`src/design/lsu_cfg_pkg.sv`:
```
package lsu_cfg_pkg;

	// load/store ops, 4-bit encoding seen at the top-level port
	typedef enum logic [3:0] {
		OP_LW  = 4'h0,
		OP_LH  = 4'h1,
		OP_LHU = 4'h2,
		OP_LB  = 4'h3,
		OP_LBU = 4'h4,
		OP_SW  = 4'h5,
		OP_SH  = 4'h6,
		OP_SB  = 4'h7
	} mem_op_e;

	// access size in bytes
	function automatic logic [2:0] op_bytes(input mem_op_e op);
		case (op)
			OP_LW, OP_SW: return 3'd4;
			OP_LH, OP_LHU, OP_SH: return 3'd2;
			default: return 3'd1;
		endcase
	endfunction

	function automatic logic op_is_store(input mem_op_e op);
		return op inside {OP_SW, OP_SH, OP_SB};
	endfunction

	// loads that sign-extend their result
	function automatic logic op_is_signed(input mem_op_e op);
		return op inside {OP_LW, OP_LH, OP_LB};
	endfunction

endpackage

```
`src/design/bus_pkg.sv`:
```
package bus_pkg;

	// default memory bus width in bytes, beats are aligned to it
	localparam int BUS_BYTES = 8;

	// bus sequencer states
	typedef enum logic [1:0] {
		IDLE      = 2'd0,
		ISSUE     = 2'd1,
		WAIT_RESP = 2'd2,
		DONE      = 2'd3
	} seq_state_e;

endpackage

```
`src/design/lane_if.sv`:
```
`timescale 1ns/1ps

// request fields, held for the whole operation
interface lane_cfg_if #(
	parameter int BUS_BYTES  = bus_pkg::BUS_BYTES,
	parameter int DATA_WIDTH = 32
);
	localparam int OFF_W = $clog2(BUS_BYTES);

	logic [OFF_W-1:0]      offset;
	logic [2:0]            size;
	logic                  is_signed;
	logic                  is_store;
	logic [DATA_WIDTH-1:0] wdata;
	logic                  two_beats;

	modport splitter(output offset, size, is_signed, is_store, wdata, two_beats);
	modport lane(input offset, size, is_store, wdata);
	modport seq(input is_store, two_beats);
	modport merger(input offset, size, is_signed, is_store);
endinterface

// beat traffic between the sequencer and the byte lanes
interface lane_beat_if #(
	parameter int BUS_BYTES = bus_pkg::BUS_BYTES
);
	logic                   beat_idx;
	logic                   resp_pulse;
	logic [BUS_BYTES*8-1:0] resp_data;
	// one byte and one strobe driven by each lane
	wire  [BUS_BYTES*8-1:0] wdata;
	wire  [BUS_BYTES-1:0]   wstrb;

	modport seq(output beat_idx, resp_pulse, resp_data, input wdata, wstrb);
	modport lane(input beat_idx, resp_pulse, resp_data, output wdata, wstrb);
endinterface

```
`src/design/access_splitter.sv`:
```
`timescale 1ns/1ps

module access_splitter import lsu_cfg_pkg::*; #(
	parameter int ADDR_WIDTH = 32,
	parameter int DATA_WIDTH = 32,
	parameter int BUS_BYTES  = bus_pkg::BUS_BYTES
) (
	input  logic                  clock,
	input  logic                  reset,
	input  logic                  req_valid,
	input  mem_op_e               req_op,
	input  logic [ADDR_WIDTH-1:0] req_addr,
	input  logic [DATA_WIDTH-1:0] req_wdata,
	input  logic                  idle,
	output logic                  req_ready,
	output logic                  start,
	output logic [ADDR_WIDTH-1:0] aligned_addr,
	lane_cfg_if.splitter          cfg
);
	localparam int OFF_W = $clog2(BUS_BYTES);

	logic [OFF_W-1:0]      req_offset;
	logic                  req_crosses;
	logic [OFF_W-1:0]      offset_q;
	logic [2:0]            size_q;
	logic                  signed_q;
	logic                  store_q;
	logic                  two_beats_q;
	logic [DATA_WIDTH-1:0] wdata_q;
	logic [ADDR_WIDTH-1:0] base_q;

	// one op in flight, accept only while the sequencer is idle
	assign req_ready = idle;
	assign start     = req_valid && req_ready;

	assign req_offset = req_addr[OFF_W-1:0];
	// runs past the end of the bus word, needs a second beat
	assign req_crosses = (int'(req_offset) + int'(op_bytes(req_op))) > BUS_BYTES;

	always_ff @(posedge clock) begin
		if (reset) begin
			store_q     <= 1'b0;
			two_beats_q <= 1'b0;
			size_q      <= 3'd0;
		end else if (start) begin
			store_q     <= op_is_store(req_op);
			two_beats_q <= req_crosses;
			size_q      <= op_bytes(req_op);
		end
	end

	always_ff @(posedge clock) begin
		if (start) begin
			offset_q <= req_offset;
			signed_q <= op_is_signed(req_op);
			wdata_q  <= req_wdata;
			base_q   <= {req_addr[ADDR_WIDTH-1:OFF_W], {OFF_W{1'b0}}};
		end
	end

	assign cfg.offset    = offset_q;
	assign cfg.size      = size_q;
	assign cfg.is_signed = signed_q;
	assign cfg.is_store  = store_q;
	assign cfg.wdata     = wdata_q;
	assign cfg.two_beats = two_beats_q;
	assign aligned_addr  = base_q;

	// a start only from idle, and the sequencer leaves idle on the next cycle
	a_start_idle: assert property (@(posedge clock) disable iff (reset)
		start |-> idle ##1 !idle)
		else $error("start while sequencer not idle");

endmodule

```
`src/design/byte_lane.sv`:
```
`timescale 1ns/1ps

module byte_lane #(
	parameter int BUS_BYTES  = bus_pkg::BUS_BYTES,
	parameter int DATA_WIDTH = 32,
	parameter int LANE       = 0
) (
	input  logic       clock,
	input  logic       reset,
	lane_cfg_if.lane   cfg,
	lane_beat_if.lane  beat,
	output logic [7:0] lane_byte
);
	localparam int OFF_W = $clog2(BUS_BYTES);

	logic [OFF_W-1:0]      k;
	logic                  lane_beat;
	logic                  active;
	logic                  on_beat;
	logic                  write_en;
	logic                  capture;
	logic [DATA_WIDTH-1:0] store_shift;
	logic [7:0]            held;

	// data byte carried here wraps modulo the bus width
	assign k = OFF_W'(LANE) - cfg.offset;
	// lanes below the offset belong to the second beat
	assign lane_beat = OFF_W'(LANE) < cfg.offset;
	assign active    = int'(k) < int'(cfg.size);
	assign on_beat   = active && (beat.beat_idx == lane_beat);
	assign write_en  = on_beat && cfg.is_store;

	// store side
	assign store_shift = cfg.wdata >> (int'(k) * 8);
	assign beat.wdata[LANE*8 +: 8] = write_en ? store_shift[7:0] : 8'h00;
	assign beat.wstrb[LANE]        = write_en;

	// load side
	assign capture = beat.resp_pulse && on_beat && !cfg.is_store;

	always_ff @(posedge clock) begin
		if (capture)
			held <= beat.resp_data[LANE*8 +: 8];
	end

	// live byte during the response so the last beat reaches the merger at once
	assign lane_byte = capture ? beat.resp_data[LANE*8 +: 8] : held;

	// the sequencer reaches beat 1 only on an access that runs past the bus word
	a_beat1_crosses: assert property (@(posedge clock) disable iff (reset)
		beat.beat_idx |-> (int'(cfg.offset) + int'(cfg.size)) > BUS_BYTES)
		else $error("lane %0d sees beat 1 on a single-beat access", LANE);

endmodule

```
`src/design/mem_sequencer.sv`:
```
`timescale 1ns/1ps

module mem_sequencer import bus_pkg::*; #(
	parameter int ADDR_WIDTH = 32,
	parameter int BUS_BYTES  = bus_pkg::BUS_BYTES
) (
	input  logic                   clock,
	input  logic                   reset,
	input  logic                   start,
	input  logic [ADDR_WIDTH-1:0]  aligned_addr,
	input  logic                   resp_ready,
	input  logic                   mem_req_ready,
	input  logic                   mem_resp_valid,
	input  logic [BUS_BYTES*8-1:0] mem_resp_rdata,
	output logic                   idle,
	output logic                   last_done,
	output logic                   mem_req_valid,
	output logic                   mem_req_write,
	output logic [ADDR_WIDTH-1:0]  mem_req_addr,
	output logic [BUS_BYTES*8-1:0] mem_req_wdata,
	output logic [BUS_BYTES-1:0]   mem_req_wstrb,
	lane_cfg_if.seq                cfg,
	lane_beat_if.seq               beat
);
	seq_state_e state;
	seq_state_e state_next;
	logic       beat_q;
	logic       resp_hit;
	logic       last_beat;

	assign resp_hit  = (state == WAIT_RESP) && mem_resp_valid;
	assign last_beat = beat_q || !cfg.two_beats;
	// final response of the op, the merger registers the result on it
	assign last_done = resp_hit && last_beat;

	always_comb begin
		state_next = state;
		unique case (state)
			IDLE: begin
				if (start)
					state_next = ISSUE;
			end
			ISSUE: begin
				if (mem_req_ready)
					state_next = WAIT_RESP;
			end
			WAIT_RESP: begin
				if (mem_resp_valid)
					state_next = last_beat ? DONE : ISSUE;
			end
			DONE: begin
				// result sits in the merger until the consumer takes it
				if (resp_ready)
					state_next = IDLE;
			end
			default: begin
				state_next = IDLE;
			end
		endcase
	end

	always_ff @(posedge clock) begin
		if (reset) begin
			state  <= IDLE;
			beat_q <= 1'b0;
		end else begin
			state <= state_next;
			if (start)
				beat_q <= 1'b0;
			else if (resp_hit && !last_beat)
				beat_q <= 1'b1;
		end
	end

	assign idle          = (state == IDLE);
	assign mem_req_valid = (state == ISSUE);
	assign mem_req_write = cfg.is_store;
	// beat 1 goes to the next bus word
	assign mem_req_addr  = beat_q ? aligned_addr + ADDR_WIDTH'(BUS_BYTES) : aligned_addr;
	assign mem_req_wdata = beat.wdata;
	assign mem_req_wstrb = beat.wstrb;

	assign beat.beat_idx   = beat_q;
	assign beat.resp_pulse = resp_hit;
	assign beat.resp_data  = mem_resp_rdata;

	// lanes and splitter must keep a stalled request steady
	a_req_stable: assert property (@(posedge clock) disable iff (reset)
		mem_req_valid && !mem_req_ready |=> mem_req_valid
			&& $stable(mem_req_addr) && $stable(mem_req_write)
			&& $stable(mem_req_wdata) && $stable(mem_req_wstrb))
		else $error("memory request changed while stalled");

endmodule

```
`src/design/load_merger.sv`:
```
`timescale 1ns/1ps

module load_merger #(
	parameter int BUS_BYTES  = bus_pkg::BUS_BYTES,
	parameter int DATA_WIDTH = 32
) (
	input  logic                   clock,
	input  logic                   reset,
	input  logic                   last_done,
	input  logic [BUS_BYTES*8-1:0] lane_bytes,
	input  logic                   resp_ready,
	lane_cfg_if.merger             cfg,
	output logic                   resp_valid,
	output logic [DATA_WIDTH-1:0]  resp_rdata
);
	localparam int OFF_W      = $clog2(BUS_BYTES);
	localparam int DATA_BYTES = DATA_WIDTH / 8;

	logic [OFF_W-1:0]      lane_idx [DATA_BYTES];
	logic [DATA_WIDTH-1:0] ordered;
	logic [DATA_WIDTH-1:0] merged;
	logic                  sign_bit;

	// data byte j comes from lane (offset + j) mod BUS_BYTES
	for (genvar j = 0; j < DATA_BYTES; j++) begin : g_order
		assign lane_idx[j] = cfg.offset + OFF_W'(j);
		assign ordered[j*8 +: 8] = lane_bytes[int'(lane_idx[j])*8 +: 8];
	end

	// top bit of the accessed bytes
	always_comb begin
		case (cfg.size)
			3'd1: sign_bit = ordered[7];
			3'd2: sign_bit = ordered[15];
			default: sign_bit = ordered[DATA_WIDTH-1];
		endcase
	end

	always_comb begin
		merged = ordered;
		for (int j = 0; j < DATA_BYTES; j++) begin
			if (j >= int'(cfg.size))
				merged[j*8 +: 8] = {8{sign_bit && cfg.is_signed}};
		end
		// stores return zero
		if (cfg.is_store)
			merged = '0;
	end

	always_ff @(posedge clock) begin
		if (reset)
			resp_valid <= 1'b0;
		else if (last_done)
			resp_valid <= 1'b1;
		else if (resp_ready)
			resp_valid <= 1'b0;
	end

	always_ff @(posedge clock) begin
		if (last_done)
			resp_rdata <= merged;
	end

endmodule

```
`src/design/lsu_top.sv`:
```
`timescale 1ns/1ps

module lsu_top import lsu_cfg_pkg::*; #(
	parameter int ADDR_WIDTH = 32,
	parameter int DATA_WIDTH = 32,
	parameter int BUS_BYTES  = bus_pkg::BUS_BYTES
) (
	input  logic                   clock,
	input  logic                   reset,
	// operation request
	input  logic                   req_valid,
	output logic                   req_ready,
	input  mem_op_e                req_op,
	input  logic [ADDR_WIDTH-1:0]  req_addr,
	input  logic [DATA_WIDTH-1:0]  req_wdata,
	// operation result
	output logic                   resp_valid,
	input  logic                   resp_ready,
	output logic [DATA_WIDTH-1:0]  resp_rdata,
	// memory bus
	output logic                   mem_req_valid,
	input  logic                   mem_req_ready,
	output logic                   mem_req_write,
	output logic [ADDR_WIDTH-1:0]  mem_req_addr,
	output logic [BUS_BYTES*8-1:0] mem_req_wdata,
	output logic [BUS_BYTES-1:0]   mem_req_wstrb,
	input  logic                   mem_resp_valid,
	input  logic [BUS_BYTES*8-1:0] mem_resp_rdata
);
	logic                   start;
	logic                   idle;
	logic                   last_done;
	logic [ADDR_WIDTH-1:0]  aligned_addr;
	logic [BUS_BYTES*8-1:0] lane_bytes;

	lane_cfg_if #(.BUS_BYTES(BUS_BYTES), .DATA_WIDTH(DATA_WIDTH)) cfg_if ();
	lane_beat_if #(.BUS_BYTES(BUS_BYTES)) beat_if ();

	access_splitter #(
		.ADDR_WIDTH(ADDR_WIDTH),
		.DATA_WIDTH(DATA_WIDTH),
		.BUS_BYTES (BUS_BYTES)
	) u_splitter (
		.clock       (clock),
		.reset       (reset),
		.req_valid   (req_valid),
		.req_op      (req_op),
		.req_addr    (req_addr),
		.req_wdata   (req_wdata),
		.idle        (idle),
		.req_ready   (req_ready),
		.start       (start),
		.aligned_addr(aligned_addr),
		.cfg         (cfg_if.splitter)
	);

	mem_sequencer #(
		.ADDR_WIDTH(ADDR_WIDTH),
		.BUS_BYTES (BUS_BYTES)
	) u_sequencer (
		.clock         (clock),
		.reset         (reset),
		.start         (start),
		.aligned_addr  (aligned_addr),
		.resp_ready    (resp_ready),
		.mem_req_ready (mem_req_ready),
		.mem_resp_valid(mem_resp_valid),
		.mem_resp_rdata(mem_resp_rdata),
		.idle          (idle),
		.last_done     (last_done),
		.mem_req_valid (mem_req_valid),
		.mem_req_write (mem_req_write),
		.mem_req_addr  (mem_req_addr),
		.mem_req_wdata (mem_req_wdata),
		.mem_req_wstrb (mem_req_wstrb),
		.cfg           (cfg_if.seq),
		.beat          (beat_if.seq)
	);

	// one lane per bus byte
	for (genvar i = 0; i < BUS_BYTES; i++) begin : g_lane
		byte_lane #(
			.BUS_BYTES (BUS_BYTES),
			.DATA_WIDTH(DATA_WIDTH),
			.LANE      (i)
		) u_lane (
			.clock    (clock),
			.reset    (reset),
			.cfg      (cfg_if.lane),
			.beat     (beat_if.lane),
			.lane_byte(lane_bytes[i*8 +: 8])
		);
	end

	load_merger #(
		.BUS_BYTES (BUS_BYTES),
		.DATA_WIDTH(DATA_WIDTH)
	) u_merger (
		.clock     (clock),
		.reset     (reset),
		.last_done (last_done),
		.lane_bytes(lane_bytes),
		.resp_ready(resp_ready),
		.cfg       (cfg_if.merger),
		.resp_valid(resp_valid),
		.resp_rdata(resp_rdata)
	);

endmodule

```
`config.mk`:
```
export PLATFORM = sky130hd
export DESIGN_NAME = lsu_top
export DESIGN_NICKNAME = d
export VERILOG_FILES = /design/src/design/lsu_cfg_pkg.sv /design/src/design/bus_pkg.sv /design/src/design/lane_if.sv /design/src/design/access_splitter.sv /design/src/design/byte_lane.sv /design/src/design/mem_sequencer.sv /design/src/design/load_merger.sv /design/src/design/lsu_top.sv
export SDC_FILE = /design/constraint.sdc
export NUM_CORES = 1
export LEC_CHECK = 0
export BUFFER_PORTS_ARGS = -buffer_cell sky130_fd_sc_hd__buf_2
export CAP_MARGIN = 15
export CELL_PAD_IN_SITES_DETAIL_PLACEMENT = 0
export CELL_PAD_IN_SITES_GLOBAL_PLACEMENT = 1
export CORE_MARGIN = 2
export CORE_UTILIZATION = 45
export CTS_CLUSTER_SIZE = 25
export DETAILED_ROUTE_END_ITERATION = 8
export PLACE_DENSITY = 0.94
export SYNTH_ARGS = -nofsm -noshare
export SYNTH_HDL_FRONTEND = slang
export SYNTH_SLANG_ARGS = --single-unit
```
`constraint.sdc`:
```
create_clock -name clock -period 14.67 [get_ports clock]
set_input_delay 2.2005 -clock clock [delete_from_list [all_inputs] [get_ports clock]]
set_output_delay 2.2005 -clock clock [all_outputs]
set_load 0.01 [all_outputs]
```
# [Word level (Yosys, flattened, before mapping)]
# Cells that the tools add are included.
[classes] n_addsub=13 multipliers=0 div=0 magnitude_cmp=21 n_eq_ne=23 shifts=12 n_mux=31 n_bitwise=0 n_reduce_logical=50
[op_table] cell="$shiftx 64x7->8" count=4
[op_table] cell="$shr 32x6->8" count=8
[op_table] cell="$mux 8" count=20
[op_table] cell="$logic_and 1x1->1" count=37
[op_table] cell="$add 32x4->32 const B" count=1
[op_table] cell="$gt 32x5->1 const B" count=1
[op_table] cell="$mux 32" count=1
[op_table] cell="$lt 3x3->1" count=8
[op_table] cell="$eq 4x3->1 const B" count=3
[op_table] cell="$lt 3x3->1 const A" count=4
[op_table] cell="$sub 3x3->3 const A" count=4
[op_table] cell="$mux 2" count=5
[op_table] cell="$eq 1x1->1" count=8
[op_table] cell="$eq 4x2->1 const B" count=2
[op_table] cell="$pmux 2 s4" count=1
[op_table] cell="$add 3x2->3 const B" count=2
[op_table] cell="$ge 1x3->1 const A" count=2
[op_table] cell="$ge 2x3->1 const A" count=2
[op_table] cell="$lt 1x3->1 const A" count=2
[op_table] cell="$lt 2x3->1 const A" count=2
[op_table] cell="$ne 2x2->1 const B" count=3
[op_table] cell="$pmux 3 s2" count=1
[op_table] cell="$reduce_bool 3->1" count=2
[op_table] cell="$sub 1x3->3 const A" count=2
[op_table] cell="other kinds (19)" count=25
[totals] reg_bits=170 latchBits=0 ramBits=0 rom_bits=0 input_bits=138 out_inout_bits=140 word_cells=169 n_memories=0

# [Longest topological paths before layout]
# Gate-level depths: netlist of the first run.
[depth] ltp_word=10 ltp_mapped=18 mapped_depth_nobuf=14

# [Worst setup path before layout of the first run]
# OpenSTA, ideal clock, no wires.
[synth_path] path_kind="register to output" startpoint="register u_splitter.offset_q[1], in the netlist u_splitter.cfg.offset[1]" endpoint="output mem_req_wdata[16]" t_arrival_ns=3.639 t_required_ns=12.469 slack_ns=8.830 stages_incl_launch_ff=12 path_buffers=3 cell_sequence="edfxtp_1 -> inv_1 -> clkbuf_1 -> clkbuf_1 -> ha_1 -> inv_2 -> buf_1 -> ha_1 -> a21o_1 -> a2111oi_4 -> and3_1 -> and2_1"
[synth_via] elab_chain_cells=5 elab_cells_between_ends=8 cone_classes="1 x add/sub; 2 x order compare; 1 x eq/ne; 1 x shift; 1 x mux; 2 x reduce/logical"
[synth_rtl] element="start, declared" line_no="access_splitter.sv:24" text="logic [OFF_W-1:0] offset_q;"
[synth_rtl] element="start signal, assigned" line_no="access_splitter.sv:54" text="offset_q <= req_offset;"
[synth_rtl] element="parallel branches: the longest is 4 deep, another holds $sub 2x3->3"
[synth_rtl] element="$mux 8 (*)" line_no="byte_lane.sv:35" text="assign beat.wdata[LANE*8 +: 8] = write_en ? store_shift[7:0] : 8'h00;"
[synth_rtl] element="end, declared" line_no="lsu_top.sv:25" text="output logic [BUS_BYTES*8-1:0] mem_req_wdata,"
# Every way passes the cells marked *.

# [Worst setup path in the final report of the first run]
[layout_path] startpoint="register u_splitter.offset_q[0], in the netlist u_splitter.cfg.offset[0]" endpoint="output mem_req_wdata[20]"
# Same word-level chain as after synthesis.

==> out/qor.json, run 1 <==
{
  "route": {
    "drtAntennaViolNets": 0,
    "post_drt_via_cell_ratio": 5.824,
    "drt_iter0_drc": 576,
    "drt_wl_total_mm": 30.56,
    "drc_errors": 0,
    "drtPass1Iterations": 5,
    "drt-wirelength-per-cell_um": 20.89,
    "via_count": 8521
  },
  "floorplanning": {
    "die-width_um": 156.0,
    "fp.dieArea_um2": 24350,
    "std_cell_rows": 55,
    "die_h_um": 156.0,
    "ios": 278,
    "starting_density_of_the_core": 0.4595,
    "area_of_the_core_region_um2": 22640
  },
  "sta": {
    "final_critical_path_share_of_the_clock_period": 0.4656,
    "timing_worst_slew_pin_value_ns": 1.039,
    "timing.hold.ws_ns": 0.4998,
    "finalHoldViolCount": 0,
    "setup-violations-final": 0,
    "fin_setup_tns_ns": 0,
    "period_minus_slack_ns": 6.830,
    "maxSlewHeadroom": 0.3031,
    "fmax_ghz": 0.1464,
    "grt_setup_unrepaired": "no",
    "fin_ws_ns": 7.840,
    "worst_clock_skew_ns": 0.009727,
    "final_max_slew_violation_count": 0
  },
  "global_routing": {
    "grt_pass1_wl_mm": 46.73,
    "grt-ovfl-total": 0,
    "number_of_antenna_violations_at_the_first_check_in_global_routing": 9,
    "vias_in_the_first_global_route": 8279,
    "globalRouteTotalUtil": 0.2525,
    "grt_start_max_net_pins": 76
  },
  "worst_setup_path": {
    "cp_top_family": "buffers and inverters",
    "worst_setup_path_end_kind": "primary output",
    "cp.buffers_inverters": 4,
    "worstPathMaxFanout": 37,
    "path_cells": "buf_4 > inv_2 > ha_1 > inv_2 > ha_1 > a21o_1 > a2111oi_4 > and3_1 > and2_1 > buf_2",
    "timing.reg2reg.setup_slack_ns": 8.69,
    "crit_path_max_incr_delay_ns": 0.75,
    "worst-setup-path-type": "reg2out",
    "setup.worst_path.start_class": "flop",
    "critPathArrivalTime_ns": 4.63,
    "worst-endpoint-required_ns": 12.47,
    "worst_path_max_delay_cell": "inv_2"
  },
  "synth": {
    "syn_avg_cell_area_um2": 11.32,
    "share_of_the_yosys_chip_area_belonging_to_registers": 0.4205,
    "yosys_warnings": 0,
    "synth_edf_count": 97,
    "yosys-top-cells-area": "edfxtp_1 28%, mux4_2 14%, dfxtp_1 14%",
    "synth_top_area_frac": 0.2800,
    "synth_seq_cells": 170,
    "yosys.area.top_type": "edfxtp_1",
    "post_synth_inst_count": 919,
    "synth.distinct_cells": 71,
    "asyncSetResetFlopFracSynth": 0,
    "syn_area_um2": 10400,
    "leading_register_cell_type_out_of_synthesis": "edfxtp_1"
  },
  "cts": {
    "numCtsBuffers": 17,
    "post_cts_hold_buffer_count": 0,
    "cts.root.buffer_cell": "clkbuf_16",
    "maximum_root_to_sink_buffer_count": 2,
    "numClockSinks": 170,
    "clkSlewWorstSetupHoldPaths_ns": 0.07,
    "cts_htree_levels": 4,
    "cts_tree": "built",
    "postCtsSetupRepairBufs": 0,
    "worst_skew_pair.late_latency_ns": 0.44,
    "post_cts_resized": 0
  },
  "layout": {
    "post_route_cells_drive_above_1_share": 0.3756,
    "finalInstanceArea_um2": 12540,
    "post_layout_nonfiller_instances": 1463,
    "final_nets": 1323,
    "syn_to_final_growth_pct": 20.53
  },
  "placement": {
    "dpl_worst_slack_ns": 8.347,
    "gp_congestion": 0.9000,
    "dp_hpwl_mm": 22.73,
    "dp.cells": 1427,
    "io_buffers": 274,
    "placement.cell_area_um2": 11940
  },
  "min_path": {
    "worst_hold_path_type": "reg2reg"
  },
  "outcome": {
    "status": "completed"
  },
  "pwr": {
    "static-leakage-power_nw": 5.816,
    "ir_worst_vdd_mv": 0.1051,
    "power-per-cell-area_nw_per_um2": 112.6
  },
  "run": {
    "maxCapViolations": 0
  }
}
-- state kept, by name, summed over array words and instances (netlist names) --
register,cells
g_lane.u_lane.held,64
u_merger.resp_rdata,32
u_merger.resp_valid,1
u_sequencer.beat.beat_idx,1
u_sequencer.state,2
u_splitter.aligned_addr,29
u_splitter.cfg.is_signed,1
u_splitter.cfg.is_store,1
u_splitter.cfg.offset,3
u_splitter.cfg.size,3
u_splitter.cfg.two_beats,1
u_splitter.cfg.wdata,32
-- cell type report --
| cell class | instances | area (um^2) |
|---|---|---|
| fillers | 1956 | 10100 |
| multi-input cells | 633 | 5553 |
| flip-flops and latches | 170 | 4374 |
| repair buffers | 285 | 1454 |
| clock buffers | 18 | 439.2 |
| well taps | 285 | 356.6 |
| inverters | 54 | 202.7 |
| clock inverters | 14 | 148.9 |
| diodes | 4 | 10.01 |
-- cells in the mapped netlist (3+ instances only) --
| master | instances |
|---|---|
| a211o_1 | 10 |
| a211oi_1 | 22 |
| a21boi_0 | 3 |
| a21o_1 | 4 |
| a21oi_1 | 31 |
| a31oi_1 | 4 |
| and2_1 | 22 |
| and3_1 | 60 |
| and4_1 | 4 |
| buf_1 | 12 |
| buf_2 | 7 |
| buf_4 | 11 |
| clkbuf_1 | 33 |
| dfxtp_1 | 73 |
| edfxtp_1 | 97 |
| ha_1 | 23 |
| inv_1 | 51 |
| inv_2 | 3 |
| mux2_2 | 39 |
| mux2i_1 | 56 |
| mux4_2 | 65 |
| nand2_1 | 42 |
| nand2b_1 | 4 |
| nand3_1 | 38 |
| nand4_1 | 7 |
| nor2_1 | 67 |
| nor2b_1 | 8 |
| nor3_1 | 9 |
| o211ai_1 | 11 |
| o21ai_0 | 8 |
| o22ai_1 | 4 |
| o311ai_0 | 4 |
| or3_1 | 5 |
| xnor2_1 | 23 |
| xor2_1 | 13 |
-- metrics by stage --
step / util / power (mW)
after floorplan: - / 0.8574
after global placement: 0.5274 / 0.9532
after detailed placement: 0.5274 / 0.9649
after CTS: 0.5534 / 1.412
after global routing: 0.5537 / 1.476
final: 0.5538 / 1.411
-- final timing paths --
kind,to,depth (start not counted),start
worst max-delay path,mem_req_wdata[20],10,u_splitter.cfg.offset[0]
worst min register to register,u_merger.resp_valid,2,u_merger.resp_valid
worst max register to register,u_merger.resp_rdata[15],16,u_splitter.cfg.offset[0]
worst min-delay path,u_merger.resp_valid,2,u_merger.resp_valid
-- worst min-delay path: cells and delay by family, from the launching register on --
kind	cells	cell delay [ns]
compound gates	1	0.06
flops	1	0.33
simple gates	1	0.07
-- kinds of logic (layout without fill, tap and decap cells) --
kind of cell	Yosys count	in the layout	synth area share
simple gates	281	281	0.1417
flops	170	170	0.4205
mux	162	162	0.2392
compound gates	127	127	0.09021
buf+inv	118	371	0.04811
xor+xnor	36	36	0.03031
fa+ha+maj	24	24	0.02959
other cells	1	7	0.0003605
-- cells in the final DEF, fill, tap and decap left out, types with 5 or more instances in the layout --
| cell | count |
|---|---|
| edfxtp_1 | 97 |
| o211ai_1 | 11 |
| or3_1 | 5 |
| nand2_1 | 42 |
| nor2b_1 | 8 |
| inv_8 | 5 |
| xnor2_1 | 23 |
| clkbuf_16 | 17 |
| nor3_1 | 9 |
| nand4_1 | 7 |
| buf_4 | 11 |
| and2_1 | 22 |
| nor2_1 | 67 |
| a211o_1 | 10 |
| ha_1 | 23 |
| buf_2 | 274 |
| nand3_1 | 38 |
| mux4_2 | 65 |
| xor2_1 | 13 |
| a21oi_1 | 30 |
| o21ai_0 | 8 |
| mux2_2 | 39 |
| dfxtp_1 | 73 |
| a211oi_1 | 22 |
| mux2i_1 | 56 |
| and3_1 | 60 |
| inv_1 | 50 |
-- routing by layer --
metal,track usage,up-vias,routed length [um]
met5,0,-,43
met4,0.09174,8,734
met3,0.07000,59,3000
met2,0.4062,432,14360
met1,0.3278,4079,12420
li1,-,3943,-
-- power by group --
group | internal, mW | switching (mW)
clock network | 0.232 | 0.217
logic | 0.160 | 0.208
registers | 0.568 | 0.0258
Note: power is estimated with default switching activity, not from simulation.
==> inputs of run 2 (changes only) <==
Settings changed: ABC_AREA from default to 1, CORE_UTILIZATION 45 to 34, PLACE_DENSITY 0.94 to 0.84.
Clock period 14.67 ns to 5.5 ns, I/O delays scaled along.
==> run 2 against run 1 <==
  * Clock skew up 0.0052 ns
  * Final cell count is 42% higher
  * Cell area increased by 1.4%
  * Largest cell class unchanged
  * Largest power group is now combinational logic
==> out/qor.json, run 2 <==
{
  "outcome": {
    "status": "completed"
  },
  "sta": {
    "grt_setup_unrepaired": "no",
    "period_minus_slack_ns": 5.033,
    "worst_clock_skew": {"value": 0.01494, "unit": "ns", "change": "+0.005215 ns"},
    "fin_setup_tns": {"value": 0, "unit": "ns", "change": "unchanged"},
    "fin_ws": {"value": 0.4674, "unit": "ns", "change": "-7.373 ns"},
    "finalHoldViolCount": {"value": 0, "change": "unchanged"},
    "timing_worst_slew_pin_value": {"value": 0.9842, "unit": "ns", "change": "-0.05489 ns"},
    "setup-violations-final": {"value": 0, "change": "unchanged"},
    "final_max_slew_violation_count": {"value": 0, "change": "unchanged"},
    "final_critical_path_share_of_the_clock_period": 0.9150,
    "timing.hold.ws": {"value": 0.4708, "unit": "ns", "change": "-0.02894 ns"},
    "fmax_ghz": 0.1987,
    "maxSlewHeadroom": {"value": 0.3417, "change": "+0.03855"}
  },
  "layout": {
    "multiInputGateArea": {"value": 5213, "unit": "um^2", "change": "-6.1%"},
    "final_nets": {"value": 1835, "change": "+39%"},
    "final-seq-area": {"value": 4375, "unit": "um^2", "change": "about the same"},
    "filler_cell_count": {"value": 3138, "change": "+60%"},
    "biggest_register": "g_lane.u_lane.held",
    "largest_register_ffs": {"value": 64, "change": "unchanged"},
    "mostFrequentLayoutCell": "nand2_1",
    "final_cell_mix": "518 x nand2_1, 274 x buf_2, 130 x inv_1",
    "syn_to_final_growth_pct": 21.54,
    "utilization": {"value": 0.4179, "change": "-0.1359"},
    "post_route_cells_drive_above_1_share": {"value": 0.2313, "change": "-0.1443"}
  },
  "route": {
    "post_drt_via_cell_ratio": {"value": 4.839, "change": "-17%"},
    "highest-signal-layer": "met5",
    "drc_errors": {"value": 0, "change": "unchanged"},
    "drtPass1Iterations": {"value": 5, "change": "unchanged"},
    "met3_length": {"value": 2.479, "unit": "mm", "change": "-17%"},
    "via_count": {"value": 10084, "change": "+18%"},
    "drt_wl_total": {"value": 33.90, "unit": "mm", "change": "+11%"},
    "drtAntennaViolNets": {"value": 0, "change": "unchanged"},
    "drt_iter0_drc": {"value": 835, "change": "+45%"},
    "drt-wirelength-per-cell": {"value": 16.27, "unit": "um", "change": "-22%"},
    "met1Wirelength": {"value": 14.41, "unit": "mm", "change": "+16%"},
    "wl_met2": {"value": 16.11, "unit": "mm", "change": "+12%"}
  },
  "floorplanning": {
    "starting_density_of_the_core": {"value": 0.3439, "change": "-0.1156"},
    "fp.dieArea": {"value": 32200, "unit": "um^2", "change": "+32%"},
    "ios": {"value": 278, "change": "unchanged"},
    "die-width": {"value": 179.4, "unit": "um", "change": "+15%"},
    "area_of_the_core_region": {"value": 30430, "unit": "um^2", "change": "+34%"},
    "std_cell_rows": {"value": 64, "change": "+16%"},
    "die_h": {"value": 179.4, "unit": "um", "change": "+15%"}
  },
  "placement": {
    "dpl_worst_slack": {"value": 0.8956, "unit": "ns", "change": "-7.451 ns"},
    "dp_hpwl": {"value": 26.54, "unit": "mm", "change": "+17%"},
    "gp_congestion": {"value": 0.9416, "change": "+4.6%"},
    "io_buffers": {"value": 274, "change": "unchanged"}
  },
  "global_routing": {
    "grt-ovfl-total": {"value": 0, "change": "unchanged"},
    "grt_pass1_wl": {"value": 51.66, "unit": "mm", "change": "+11%"},
    "vias_in_the_first_global_route": {"value": 9367, "change": "+13%"},
    "globalRouteTotalUtil": {"value": 0.2066, "change": "-0.04593"},
    "number_of_antenna_violations_at_the_first_check_in_global_routing": {"value": 4, "change": "-5"},
    "grt_start_max_net_pins": {"value": 91, "change": "+20%"}
  },
  "synth": {
    "yosys.area.top_type": "edfxtp_1",
    "share_of_the_yosys_chip_area_belonging_to_registers": {"value": 0.4180, "change": "-0.002464"},
    "yosys-top-cells-area": "edfxtp_1 28%, nand2_1 19%, dfxtp_1 14%",
    "synth_top_area_frac": {"value": 0.2784, "change": "-0.001641"},
    "yosys_warnings": {"value": 0, "change": "unchanged"},
    "syn_area": {"value": 10460, "unit": "um^2", "change": "+0.59%"},
    "yosysMostFrequentCell": "nand2_1",
    "synth.distinct_cells": {"value": 45, "change": "-37%"},
    "syn_avg_cell_area": {"value": 7.282, "unit": "um^2", "change": "-36%"},
    "post_synth_inst_count": {"value": 1437, "change": "+56%"},
    "synth_seq_cells": {"value": 170, "change": "unchanged"},
    "asyncSetResetFlopFracSynth": {"value": 0, "change": "unchanged"},
    "synth_commonest_cells": "518 x nand2_1, 131 x inv_1, 123 x nand3_1",
    "leading_register_cell_type_out_of_synthesis": "edfxtp_1",
    "synth_edf_count": {"value": 97, "change": "unchanged"}
  },
  "worst_setup_path": {
    "worst-endpoint-required": {"value": 4.68, "unit": "ns", "change": "-7.79 ns"},
    "setup.worst_path.start_class": "flop",
    "worstPathMaxFanout": {"value": 17, "change": "-54%"},
    "critPathArrivalTime": {"value": 4.21, "unit": "ns", "change": "-0.42 ns"},
    "worst_setup_path_end_kind": "primary output",
    "worst-setup-path-type": "reg2out"
  },
  "cts": {
    "cts_tree": "built",
    "post_cts_hold_buffer_count": {"value": 0, "change": "unchanged"},
    "cts_htree_levels": {"value": 4, "change": "unchanged"},
    "post_cts_resized": {"value": 0, "change": "unchanged"},
    "postCtsSetupRepairBufs": {"value": 0, "change": "unchanged"},
    "clkSlewWorstSetupHoldPaths": {"value": 0.06, "unit": "ns", "change": "about the same"},
    "numCtsBuffers": {"value": 17, "change": "unchanged"},
    "cts.root.buffer_cell": "clkbuf_16",
    "numClockSinks": {"value": 170, "change": "unchanged"},
    "worst_skew_pair.late_latency": {"value": 0.43, "unit": "ns", "change": "about the same"},
    "maximum_root_to_sink_buffer_count": {"value": 2, "change": "unchanged"}
  },
  "run": {
    "maxCapViolations": {"value": 0, "change": "unchanged"}
  },
  "pwr": {
    "ir_worst_vdd": {"value": 0.1854, "unit": "mV", "change": "+76%"},
    "power-per-cell-area": {"value": 442.9, "unit": "nW/um^2", "change": "+290%"},
    "static-leakage-power": {"value": 6.116, "unit": "nW", "change": "+5.1%"},
    "fin_total_pwr": {"value": 5.632, "unit": "mW", "change": "+300%"}
  },
  "min_path": {
    "worst_hold_path_type": "reg2reg"
  }
}
==> run 2: stage by stage <==
step / std cells / cell area (um^2)
3_3_place_gp: 2050 / 12080
2_1_floorplan: 1439 / 10470
3_5_place_dp: 2050 / 12080
5_1_grt: 2083 / 12710
4_1_cts: 2082 / 12710
6_report: 2084 / 12720
==> run 2: critical path: stages, from the launching register on <==
cell	delay, ns
edfxtp_1	0.81
inv_2	0.30
ha_1	0.73
inv_1	0.39
ha_1	0.40
a21oi_1	0.15
nand2_1	0.08
nor3_1	0.21
nand2_1	0.34
nor2_1	0.23
buf_2	0.16
==> run 2: cell families after synthesis <==
group,Yosys count,share of synthesized area
AOI/OAI and AO/OA,180,0.1053
xor gates and xnor gates,28,0.02344
adders and majority gates,24,0.02942
buffers and inverters,215,0.08478
DFF,170,0.4180
other,1,0.0003584
and+or+nand+nor,819,0.3386
==> run 2: worst paths after layout <==
| path | start | endpoint | slack (ns) | cells past startpoint |
|---|---|---|---|---|
| setup / recovery | u_splitter.cfg.offset[2] | mem_req_wdata[40] | 0.47 | 10 |
| hold / removal | g_lane[2].u_lane.held[6] | g_lane[2].u_lane.held[6] | 0.47 | 2 |
| setup reg to reg | u_splitter.cfg.offset[2] | u_merger.resp_rdata[8] | 0.79 | 16 |
| hold reg to reg | g_lane[2].u_lane.held[6] | g_lane[2].u_lane.held[6] | 0.47 | 2 |
==> run 2: layout make-up <==
type                       count  share of cell area
timing repair buffer         285              0.1143
multi-input combinational   1054              0.4099
antenna                        2           0.0003935
clock buffer                  20             0.03591
inverter                     145             0.04290
clock inverter                12             0.01358
tap                          396             0.03896
sequential                   170              0.3441
==> run 2: per-layer routing <==
metal  track usage  vias up
met5             0        -
met4       0.07089        4
met3       0.04356       48
met2        0.3511      410
met1        0.2601     4513
li1              -     5109
==> run 2: where the power goes <==
part	internal [mW]	switching (mW)
Clock	0.755	0.551
Combinational	0.759	1.63
Sequential	1.78	0.161
==> inputs of run 3 (changes only) <==
Settings changed: CORE_ASPECT_RATIO from default to 0.75.
==> run 3 against run 2 <==
  * Worst hold slack lost 0.0048 ns
  * Worst setup slack gained 0.46 ns
  * Clock power shrank 5%
  * Flip-flop and latch count is the same
  * Register-to-register slack gained 0.58 ns
  * Wire length shrank 0.28%
  * Power shrank 1.3%
  * Clock-buffer cell count shrank 3
  * Sequential share of layout area is essentially flat
  * Critical endpoint is now mem_req_wdata[21]
  * Highest routed layer is now met4
==> out/qor.json, run 3 (synthesis results as in run 2) <==
{
  "global_routing": {
    "number_of_antenna_violations_at_the_first_check_in_global_routing": {"value": 2, "change": "-2"},
    "grt_start_max_net_pins": {"value": 91, "change": "unchanged"},
    "grt_pass1_wl": {"value": 50.16, "unit": "mm", "change": "-2.9%"},
    "vias_in_the_first_global_route": {"value": 9030, "change": "-3.6%"},
    "grt-ovfl-total": {"value": 0, "change": "unchanged"},
    "globalRouteTotalUtil": {"value": 0.2076, "change": "+0.0009448"}
  },
  "cts": {
    "cts.root.buffer_cell": "clkbuf_16",
    "numClockSinks": {"value": 170, "change": "unchanged"},
    "post_cts_resized": {"value": 0, "change": "unchanged"},
    "worst_skew_pair.late_latency": {"value": 0.45, "unit": "ns", "change": "+0.02 ns"},
    "numCtsBuffers": {"value": 17, "change": "unchanged"},
    "cts_tree": "built",
    "post_cts_hold_buffer_count": {"value": 0, "change": "unchanged"},
    "clkSlewWorstSetupHoldPaths": {"value": 0.07, "unit": "ns", "change": "about the same"},
    "postCtsSetupRepairBufs": {"value": 0, "change": "unchanged"},
    "maximum_root_to_sink_buffer_count": {"value": 2, "change": "unchanged"},
    "cts_htree_levels": {"value": 4, "change": "unchanged"}
  },
  "worst_setup_path": {
    "worst-endpoint-required": {"value": 4.68, "unit": "ns", "change": "about the same"},
    "worstPathMaxFanout": {"value": 49, "change": "+32"},
    "worst-setup-path-type": "reg2out",
    "critPathArrivalTime": {"value": 3.75, "unit": "ns", "change": "-0.46 ns"},
    "worst_r2r_endpoint": "u_merger.resp_rdata[10]",
    "timing.reg2reg.setup_slack": {"value": 1.37, "unit": "ns", "change": "+0.58 ns"},
    "worst_r2r_startpoint": "u_splitter.cfg.offset[1]",
    "setup.worst_path.start_class": "flop",
    "timing.critical_path.from": "u_splitter.cfg.offset[1]",
    "timing.reg2reg.worst_path_depth": {"value": 16, "change": "unchanged"},
    "worst_setup_path_end_kind": "primary output",
    "setup.worst_path.end": "mem_req_wdata[21]"
  },
  "floorplanning": {
    "fp.dieArea": {"value": 32210, "unit": "um^2", "change": "about the same"},
    "die_h": {"value": 155.9, "unit": "um", "change": "-13%"},
    "starting_density_of_the_core": {"value": 0.3464, "change": "+0.002492"},
    "die-width": {"value": 206.6, "unit": "um", "change": "+15%"},
    "area_of_the_core_region": {"value": 30210, "unit": "um^2", "change": "-0.72%"},
    "ios": {"value": 278, "change": "unchanged"},
    "std_cell_rows": {"value": 55, "change": "-14%"}
  },
  "layout": {
    "utilization": {"value": 0.4205, "change": "+0.002615"},
    "finalInstanceArea": {"value": 12700, "unit": "um^2", "change": "about the same"},
    "post_route_cells_drive_above_1_share": {"value": 0.2333, "change": "+0.001957"},
    "largest_register_ffs": {"value": 64, "change": "unchanged"},
    "multiInputGateArea": {"value": 5213, "unit": "um^2", "change": "unchanged"},
    "biggest_register": "g_lane.u_lane.held",
    "mostFrequentLayoutCell": "nand2_1",
    "final_nets": {"value": 1838, "change": "+0.16%"},
    "syn_to_final_growth": {"value": 21.42, "unit": "%", "change": "about the same"},
    "final-seq-area": {"value": 4375, "unit": "um^2", "change": "unchanged"},
    "filler_cell_count": {"value": 3138, "change": "unchanged"},
    "final_cell_mix": "518 x nand2_1, 274 x buf_2, 130 x inv_1"
  },
  "sta": {
    "fin_ws": {"value": 0.9256, "unit": "ns", "change": "+0.4582 ns"},
    "fmax": {"value": 0.2186, "unit": "GHz", "change": "+10%"},
    "finalHoldViolCount": {"value": 0, "change": "unchanged"},
    "final_critical_path_share_of_the_clock_period": {"value": 0.8317, "change": "-0.08331"},
    "period_minus_slack": {"value": 4.574, "unit": "ns", "change": "-0.4582 ns"},
    "maxSlewHeadroom": {"value": 0.4154, "change": "+0.07375"},
    "worst_clock_skew": {"value": 0.01218, "unit": "ns", "change": "-0.002762 ns"},
    "fin_setup_tns": {"value": 0, "unit": "ns", "change": "unchanged"},
    "timing_worst_slew_pin_value": {"value": 0.8769, "unit": "ns", "change": "-0.1073 ns"},
    "grt_setup_unrepaired": "no",
    "setup-violations-final": {"value": 0, "change": "unchanged"},
    "final_max_slew_violation_count": {"value": 0, "change": "unchanged"}
  },
  "route": {
    "drtAntennaViolNets": {"value": 0, "change": "unchanged"},
    "post_drt_via_cell_ratio": {"value": 4.826, "change": "-0.26%"},
    "drt_iter0_drc": {"value": 740, "change": "-11%"},
    "drc_errors": {"value": 0, "change": "unchanged"},
    "drtPass1Iterations": {"value": 6, "change": "+1"},
    "via_count": {"value": 10087, "change": "+0.030%"},
    "drt-wirelength-per-cell": {"value": 16.17, "unit": "um", "change": "-0.57%"},
    "drt_wl_total": {"value": 33.80, "unit": "mm", "change": "-0.28%"}
  },
  "run": {
    "maxCapViolations": {"value": 0, "change": "unchanged"}
  },
  "pwr": {
    "power-per-cell-area": {"value": 437.8, "unit": "nW/um^2", "change": "-1.2%"},
    "fin_total_pwr": {"value": 5.561, "unit": "mW", "change": "-1.3%"},
    "static-leakage-power": {"value": 6.108, "unit": "nW", "change": "-0.12%"},
    "ir_worst_vdd": {"value": 0.2910, "unit": "mV", "change": "+57%"}
  },
  "min_path": {
    "worstHoldPathCells": {"value": 2, "change": "unchanged"},
    "worst_hold_path_type": "reg2reg"
  },
  "placement": {
    "io_buffers": {"value": 274, "change": "unchanged"},
    "dpl_worst_slack": {"value": 1.452, "unit": "ns", "change": "+0.5566 ns"},
    "gp_congestion": {"value": 0.9166, "change": "-2.7%"},
    "placement.cell_area": {"value": 12110, "unit": "um^2", "change": "+0.22%"},
    "dp_hpwl": {"value": 26.33, "unit": "mm", "change": "-0.78%"}
  },
  "outcome": {
    "status": "completed"
  }
}
run 3: cell types whose count changed in the layout (fill, tap and decap cells not counted), sizes merged:
cell	change
buf	+3
bufinv	-1
clkbuf	-3
clkinvlp	+2
clkinv	+2
run 3: final cells by class:
class / count / area share
multi-input combinational: 1054 / 0.4103
sequential: 170 / 0.3444
timing repair buffer: 288 / 0.1162
inverter: 145 / 0.04294
tap: 399 / 0.03929
clock buffer: 17 / 0.03348
clock inverter: 15 / 0.01300
antenna: 2 / 0.0003939
run 3: per-stage QoR:
| step | cells | hold slack [ns] |
|---|---|---|
| final | 2090 | 0.4660 |
| after global routing | 2088 | 0.4902 |
| after CTS | 2088 | 0.4724 |
| after detailed placement | 2056 | 0.4543 |
| after global placement | 2056 | 0.4519 |
| after floorplan | 1439 | 0.4337 |
run 3: worst max-delay path: stages (launching register included):
cell and delay [ns]:
edfxtp_1 0.38, inv_1 0.46, ha_1 0.36, inv_1 0.06, buf_4 0.42, ha_1 0.35, nand2_1 0.07, a21oi_1 0.04
nor2_2 0.27, nand2_1 0.08, nor2_1 0.14, nand2_1 0.31, nor2_1 0.20, buf_2 0.15
run 3: layer usage:
metal,vias to the layer above,global-route usage,routed length (um)
met1,4543,0.2901,15780
met5,-,0,0
met4,0,0.05884,597
met3,34,0.05075,2898
li1,5113,-,-
met2,397,0.3174,14520
run 3: power by group:
part | internal [mW] | switching [mW] | leakage [nW]
clock | 0.680 | 0.565 | 0.285
sequential | 1.78 | 0.145 | 1.52
combinational | 0.767 | 1.63 | 4.31
total | 3.22 | 2.34 | 6.11
run 3: how the worst min path moves through the flow:
stage	startpoint	endpoint
2_1_floorplan	g_lane[1].u_lane.held[7]	g_lane[1].u_lane.held[7]
3_3_place_gp	g_lane[0].u_lane.held[7]	g_lane[0].u_lane.held[7]
3_5_place_dp	g_lane[0].u_lane.held[7]	g_lane[0].u_lane.held[7]
4_1_cts	g_lane[0].u_lane.held[7]	g_lane[0].u_lane.held[7]
5_1_grt	g_lane[7].u_lane.held[7]	g_lane[7].u_lane.held[7]
6_report	g_lane[0].u_lane.held[7]	g_lane[0].u_lane.held[7]
